**src/fbDivider_cfg.svh**
```systemverilog
// Feedback divider configuration
`ifndef FBDIVIDER_CFG_SVH
`define FBDIVIDER_CFG_SVH

// counter bits, one divided-clock tap per bit.
// bit 0 is the 640M tap and bit 4 the 40M tap.
`define DIV_WIDTH 5

// redundant copies of the counter and of every enable.
// copy A sits at index 0, copy C at index 2.
`define TMR_COPIES 3

`endif

```
**src/fbDividerPkg.sv**
```systemverilog
// Feedback divider types
`include "fbDivider_cfg.svh"

package fbDividerPkg;

  // counter state and gated tap groups.
  // bit i repeats every 2^(i+1) cycles.
  typedef logic [`DIV_WIDTH-1:0] tapVec_t;

  // one enable in three copies.
  // bit 0 is copy A.
  typedef logic [`TMR_COPIES-1:0] tmrBit_t;

  // per-tap external-clock enables in three copies.
  // element 0 is copy A.
  typedef tapVec_t [`TMR_COPIES-1:0] tapEnableTmr_t;

endpackage

```
**src/feedbackDivider.sv**
```systemverilog
// PLL feedback divider top
`timescale 1ns/1ps

module feedbackDivider (
  input  logic                        clk1G28prebA,
  input  logic                        enableA,
  input  fbDividerPkg::tapEnableTmr_t eclkEnable,
  input  fbDividerPkg::tmrBit_t       serEnable,
  input  fbDividerPkg::tmrBit_t       desEnable,
  input  fbDividerPkg::tmrBit_t       psEnable,
  output fbDividerPkg::tapVec_t       eclkTaps,
  output fbDividerPkg::tapVec_t       serTaps,
  output fbDividerPkg::tapVec_t       desTaps,
  output fbDividerPkg::tapVec_t       psTaps,
  output logic                        pllFeedback,
  output logic                        desEnableVoted,
  output logic                        enableTmrError
);

  import fbDividerPkg::*;

  tapVec_t divTaps; // voted counter state.

  tmrDownCounter i_counter (
    .clk1G28prebA (clk1G28prebA),
    .enableA      (enableA),
    .divTaps      (divTaps)
  );

  // taps leave one cycle after the counter.
  tapGateBank i_gateBank (
    .clk1G28prebA   (clk1G28prebA),
    .enableA        (enableA),
    .divTaps        (divTaps),
    .eclkEnable     (eclkEnable),
    .serEnable      (serEnable),
    .desEnable      (desEnable),
    .psEnable       (psEnable),
    .eclkTaps       (eclkTaps),
    .serTaps        (serTaps),
    .desTaps        (desTaps),
    .psTaps         (psTaps),
    .pllFeedback    (pllFeedback),
    .desEnableVoted (desEnableVoted),
    .enableTmrError (enableTmrError)
  );

endmodule

```
**src/majorityVoter.sv**
```systemverilog
// Two-of-three majority voter
`timescale 1ns/1ps

module majorityVoter #(
  parameter int WIDTH = 1
) (
  input  logic [WIDTH-1:0] inA,
  input  logic [WIDTH-1:0] inB,
  input  logic [WIDTH-1:0] inC,
  output logic [WIDTH-1:0] voted,
  output logic             tmrErr
);

  logic [WIDTH-1:0] diffAB;
  logic [WIDTH-1:0] diffBC;

  // bitwise vote.
  assign voted = (inA & inB) | (inB & inC) | (inA & inC);

  assign diffAB = inA ^ inB;
  assign diffBC = inB ^ inC; // A and C differing implies one of these.

  assign tmrErr = |(diffAB | diffBC);

endmodule

```
**src/tapGateBank.sv**
```systemverilog
// Gated divider tap bank
`timescale 1ns/1ps
`include "fbDivider_cfg.svh"

module tapGateBank (
  input  logic                        clk1G28prebA,
  input  logic                        enableA,
  input  fbDividerPkg::tapVec_t       divTaps,
  input  fbDividerPkg::tapEnableTmr_t eclkEnable,
  input  fbDividerPkg::tmrBit_t       serEnable,
  input  fbDividerPkg::tmrBit_t       desEnable,
  input  fbDividerPkg::tmrBit_t       psEnable,
  output fbDividerPkg::tapVec_t       eclkTaps,
  output fbDividerPkg::tapVec_t       serTaps,
  output fbDividerPkg::tapVec_t       desTaps,
  output fbDividerPkg::tapVec_t       psTaps,
  output logic                        pllFeedback,
  output logic                        desEnableVoted,
  output logic                        enableTmrError
);

  import fbDividerPkg::*;

  tapVec_t eclkVoted;
  logic    serVoted;
  logic    desVoted;
  logic    psVoted;
  logic    eclkErr;
  logic    serErr;
  logic    desErr;
  logic    psErr;
  tapVec_t eclkGated;
  tapVec_t serGated;
  tapVec_t desGated;
  tapVec_t psGated;

  majorityVoter #(.WIDTH(`DIV_WIDTH)) eclkVoter (
    .inA    (eclkEnable[0]),
    .inB    (eclkEnable[1]),
    .inC    (eclkEnable[2]),
    .voted  (eclkVoted),
    .tmrErr (eclkErr)
  );

  majorityVoter #(.WIDTH(1)) serVoter (
    .inA    (serEnable[0]),
    .inB    (serEnable[1]),
    .inC    (serEnable[2]),
    .voted  (serVoted),
    .tmrErr (serErr)
  );

  majorityVoter #(.WIDTH(1)) desVoter (
    .inA    (desEnable[0]),
    .inB    (desEnable[1]),
    .inC    (desEnable[2]),
    .voted  (desVoted),
    .tmrErr (desErr)
  );

  majorityVoter #(.WIDTH(1)) psVoter (
    .inA    (psEnable[0]),
    .inB    (psEnable[1]),
    .inC    (psEnable[2]),
    .voted  (psVoted),
    .tmrErr (psErr)
  );

  assign eclkGated = divTaps & eclkVoted; // separate enable per tap.
  assign serGated  = divTaps & {`DIV_WIDTH{serVoted}};
  assign desGated  = divTaps & {`DIV_WIDTH{desVoted}};
  assign psGated   = divTaps & {`DIV_WIDTH{psVoted}};

  // single retiming stage for every output.
  always_ff @(posedge clk1G28prebA or negedge enableA)
  begin
    if (!enableA)
    begin
      eclkTaps       <= '0;
      serTaps        <= '0;
      desTaps        <= '0;
      psTaps         <= '0;
      pllFeedback    <= 1'b0;
      desEnableVoted <= 1'b0;
      enableTmrError <= 1'b0;
    end
    else
    begin
      eclkTaps       <= eclkGated;
      serTaps        <= serGated;
      desTaps        <= desGated;
      psTaps         <= psGated;
      pllFeedback    <= divTaps[`DIV_WIDTH-1]; // ungated 40M tap.
      desEnableVoted <= desVoted;
      enableTmrError <= eclkErr | serErr | desErr | psErr;
    end
  end

endmodule

```
**src/tmrDownCounter.sv**
```systemverilog
// Triplicated feedback down-counter
`timescale 1ns/1ps
`include "fbDivider_cfg.svh"

module tmrDownCounter (
  input  logic                  clk1G28prebA,
  input  logic                  enableA,
  output fbDividerPkg::tapVec_t divTaps
);

  import fbDividerPkg::*;

  tapVec_t cntA;
  tapVec_t cntB;
  tapVec_t cntC;
  tapVec_t decA;
  tapVec_t decB;
  tapVec_t decC;
  tapVec_t nextA;
  tapVec_t nextB;
  tapVec_t nextC;

  assign decA = cntA - tapVec_t'(1); // wraps from 0 to 31.
  assign decB = cntB - tapVec_t'(1);
  assign decC = cntC - tapVec_t'(1);

  // one voter per copy so a fault in a voter reaches one copy only.
  majorityVoter #(.WIDTH(`DIV_WIDTH)) nextVoterA (
    .inA    (decA),
    .inB    (decB),
    .inC    (decC),
    .voted  (nextA),
    .tmrErr ()
  );

  majorityVoter #(.WIDTH(`DIV_WIDTH)) nextVoterB (
    .inA    (decA),
    .inB    (decB),
    .inC    (decC),
    .voted  (nextB),
    .tmrErr ()
  );

  majorityVoter #(.WIDTH(`DIV_WIDTH)) nextVoterC (
    .inA    (decA),
    .inB    (decB),
    .inC    (decC),
    .voted  (nextC),
    .tmrErr ()
  );

  always_ff @(posedge clk1G28prebA or negedge enableA)
  begin
    if (!enableA)
    begin
      cntA <= '0;
      cntB <= '0;
      cntC <= '0;
    end
    else
    begin
      cntA <= nextA; // a corrupted copy is outvoted here.
      cntB <= nextB;
      cntC <= nextC;
    end
  end

  // taps are the vote of the present copies.
  assign divTaps = (cntA & cntB) | (cntB & cntC) | (cntA & cntC);

endmodule

```
**config.mk**
```make
export PLATFORM = sky130hd
export DESIGN_NAME = feedbackDivider
export DESIGN_NICKNAME = d
export VERILOG_FILES = /design/src/fbDividerPkg.sv /design/src/feedbackDivider.sv /design/src/majorityVoter.sv /design/src/tapGateBank.sv /design/src/tmrDownCounter.sv
export VERILOG_INCLUDE_DIRS = /design/src /design/src/src
export SDC_FILE = /design/constraint.sdc
export NUM_CORES = 1
export LEC_CHECK = 0
export BUFFER_PORTS_ARGS = -buffer_cell sky130_fd_sc_hd__buf_2
export CORE_ASPECT_RATIO = 0.7
export CORE_MARGIN = 2
export CORE_UTILIZATION = 37
export DETAILED_ROUTE_END_ITERATION = 10
export PLACE_DENSITY = 0.78
export SKIP_LAST_GASP = 1
export SYNTH_ARGS = -nofsm -noshare
export SYNTH_HDL_FRONTEND = slang
export SYNTH_SLANG_ARGS = --single-unit
```
**constraint.sdc**
```tcl
create_clock -name clk1G28prebA -period 1.3 [get_ports clk1G28prebA]
set_clock_uncertainty 0.2 [all_clocks]
set_input_delay 0.26 -clock clk1G28prebA [delete_from_list [all_inputs] [get_ports clk1G28prebA]]
set_output_delay 0.26 -clock clk1G28prebA [all_outputs]
set_load 0.01 [all_outputs]
```
==> impl_metrics.tcl <==
set metrics [dict create \
    start_util 0.3866 \
    cts_buffer_depth 2 \
    p_clk_frac 0.371 \
    grt_overflow_total 0 \
    numCtsBuffers 3 \
    hpwlAfterDp_microns 2059 \
    cts_sinks 28 \
    hold_path_class "input port to flip-flop" \
    die_w_microns 72.31 \
    clockRootBuffer "clkbuf_8" \
    synth_cell_types 14 \
    synth-seq-cells 28 \
    path_clk_slew_ps 90 \
    crit_path_start "i_counter.cntA[1]" \
    p_leak_nw 0.9209 \
    swShare 0.2085 \
    hold_viol 0 \
    vias 896 \
    synthTopCellsByCount "dfrtp_1 (28), ha_1 (17), nor2b_1 (10)" \
    setup_slack_ps 30.73 \
    maxCapViolCount 0 \
    dieHeight_microns 51.82 \
    portBuffers 48 \
    syn-num-nets 130 \
    synthToLayoutAreaGrowth_pct 40.06 \
    whs_ps 53.92 \
    grt_pass1_vias 890 \
    reg2reg_slack_ps 30 \
    syn_area_sq_um 1209 \
    drt_iter0_markers 27 \
    wl_microns 2502 \
    worstSkewPairLatency_ps 260 \
    drv_slew 0 \
    reg2reg_from "i_counter.cntA[1]" \
    synth_top_area_cell "dfrtp_1" \
    detail_route.vias_per_cell 4.716 \
    syn_inst 87 \
    outcome "complete, no violations" \
    critical_path_class "flip-flop to flip-flop" \
    drc_errors 0 \
    antenna_found_initial 0 \
    p_int_mw 1.409 \
    ir_drop_uv 509.6 \
    num_antenna_cells 0 \
    crit_path_end "i_counter.cntA[4]" \
    switching_power_mw 0.3713 \
    fin_nets 196 \
    worstPathRequired_ps 1300 \
    end_kind "flip-flop" \
    worstRegToRegCells 4 \
    place_congestion 0.6647 \
    rsz0062_at_grt "true" \
    synthFlopType "dfrtp_1" \
    crit_arrival_ps 1270 \
    synth-seq-area-share 0.5797 \
    first_pass_iters 2 \
    synth_top_area_share 0.5797 \
    start_kind "flip-flop" \
    async_flop_share 1.000 \
    antenna_left 0 \
    finalSetupViolCount 0 \
    relSlewSlack 0.6022 \
    dp_slack_ps -284.3 \
    wl_per_cell_microns 13.17 \
    avgSynthCellArea_sq_um 13.89 \
    p_per_area_nw_per_um2 1052 \
    htree_levels 1 \
    fill_cells 276 \
    p_comb_frac 0.129 \
    fin_crit_sh 0.9764 \
    cts_tree "built" \
    grt_max_degree 29 \
    pin_count 49 \
    core_sq_um 3127 \
    period_minus_slack_ps 1269 \
    grt_pass1_wl_microns 3960 \
    seq_power_share 0.500 \
    num_rows 17 \
    synth.most_common_cell "dfrtp_1" \
    track_usage 0.1412 \
    cp_max_fo 2 \
    worst_slew_pin_slew_ps 596.8 \
    drive_above_1_share 0.4803 \
    synth-edff-count 0 \
    fmax_mhz 787.9 \
    synth_warnings 0 \
    netlist_top_cells_area "dfrtp_1 (58%), ha_1 (18%), nor2b_1 (5.2%)" \
    reg2reg_to "i_counter.cntA[4]" \
    dieArea_sq_um 3747 \
]
==> per-layer routing <==
metal / share of wire / up-vias / global-route usage / routed length, microns
met5: 0 / - / 0 / 0
met4: 0 / 0 / 0 / 0
met3: 0.087 / 0 / 0.05039 / 217
met2: 0.49 / 35 / 0.2523 / 1236
met1: 0.42 / 429 / 0.1763 / 1047
li1: - / 432 / - / -
==> worst max-delay path, stage by stage, from the launching register on <==
cell     delay (ps)
dfrtp_1         390
inv_1           120
ha_4            160
nor3b_4         180
xor2_1          150
==> state kept, by name, summed over array words and instances (netlist names) <==
register and count:
i_gateBank.psTaps 5, i_gateBank.pllFeedback 1, i_counter.cntA 5, i_gateBank.enableTmrError 1, i_gateBank.serTaps 5, i_gateBank.eclkTaps 5
i_gateBank.desTaps 5, i_gateBank.desEnableVoted 1
==> cell families (layout without fill, tap and decap cells) <==
logic type | count (synthesis) | count (layout) | share of synthesized area
simple gates | 27 | 27 | 0.1356
fa+ha+maj | 17 | 17 | 0.1760
flops | 28 | 28 | 0.5797
xor+xnor | 3 | 3 | 0.02174
buf+inv | 4 | 69 | 0.01242
compound gates | 8 | 8 | 0.07454
==> through the flow <==
step                std cells  TNS, ps  power (mW)  cell area [sq um]  utilization
global route              190   -19.06       1.866               1693       0.5414
CTS                       189        0       1.797               1663       0.5318
detailed placement        184    -1036       1.138               1579       0.5050
finish                    190        0       1.780               1693       0.5414
global placement          184   -769.6       1.119               1579       0.5050
floorplan                  87        0       1.003               1209            -
==> repair_timing <==
item | CTS | global route
gates cloned | 0 | 0
endpoints found under the hold margin | 28 | 0
resized for setup | 1 | 3
pin swaps | 0 | 0
buffers inserted | 0 | 1
endpoints found under the setup margin | 1 | 2
hold buffers | 1 | 0
==> placed cells by master (no fill, tap or decap), types with 4 or more instances in the layout <==
cell | synthesis | layout
dfrtp_1 | 28 | 28
nor2_1 | 8 | 8
buf_2 | 0 | 48
inv_1 | 4 | 4
buf_4 | 0 | 12
nor2b_1 | 10 | 10
a211oi_1 | 5 | 5
ha_1 | 17 | 16
==> power groups by stage <==
stage          Clock, mW  Sequential [mW]  Combinational [mW]
2_1_floorplan          0            0.916              0.0870
3_3_place_gp           0            0.908               0.212
3_5_place_dp           0            0.909               0.230
4_1_cts            0.673            0.891               0.232
5_1_grt            0.711            0.893               0.263
6_report           0.660            0.891               0.229
==> final cells by class <==
| type | instances | area [sq um] | share of cell area |
|---|---|---|---|
| timing repair buffer | 61 | 340.3 | 0.2010 |
| tap | 38 | 47.55 | 0.02809 |
| inverter | 4 | 15.01 | 0.008869 |
| clock inverter | 1 | 30.03 | 0.01774 |
| multi-input combinational | 55 | 518.0 | 0.3060 |
| clock buffer | 3 | 41.29 | 0.02439 |
| sequential | 28 | 700.7 | 0.4139 |
==> how the worst min path moves through the flow <==
stage	depth (start not counted)	start	endpoint	slack, ps
2_1_floorplan	0	enableA	i_counter.cntA[0]	-240
3_3_place_gp	1	enableA	i_gateBank.desEnableVoted	80
3_5_place_dp	1	enableA	i_gateBank.serTaps[4]	100
4_1_cts	3	eclkEnable[11]	i_gateBank.eclkTaps[1]	50
5_1_grt	3	eclkEnable[11]	i_gateBank.eclkTaps[1]	60
6_report	3	eclkEnable[11]	i_gateBank.eclkTaps[1]	50
(Power assumes the default switching activity.)
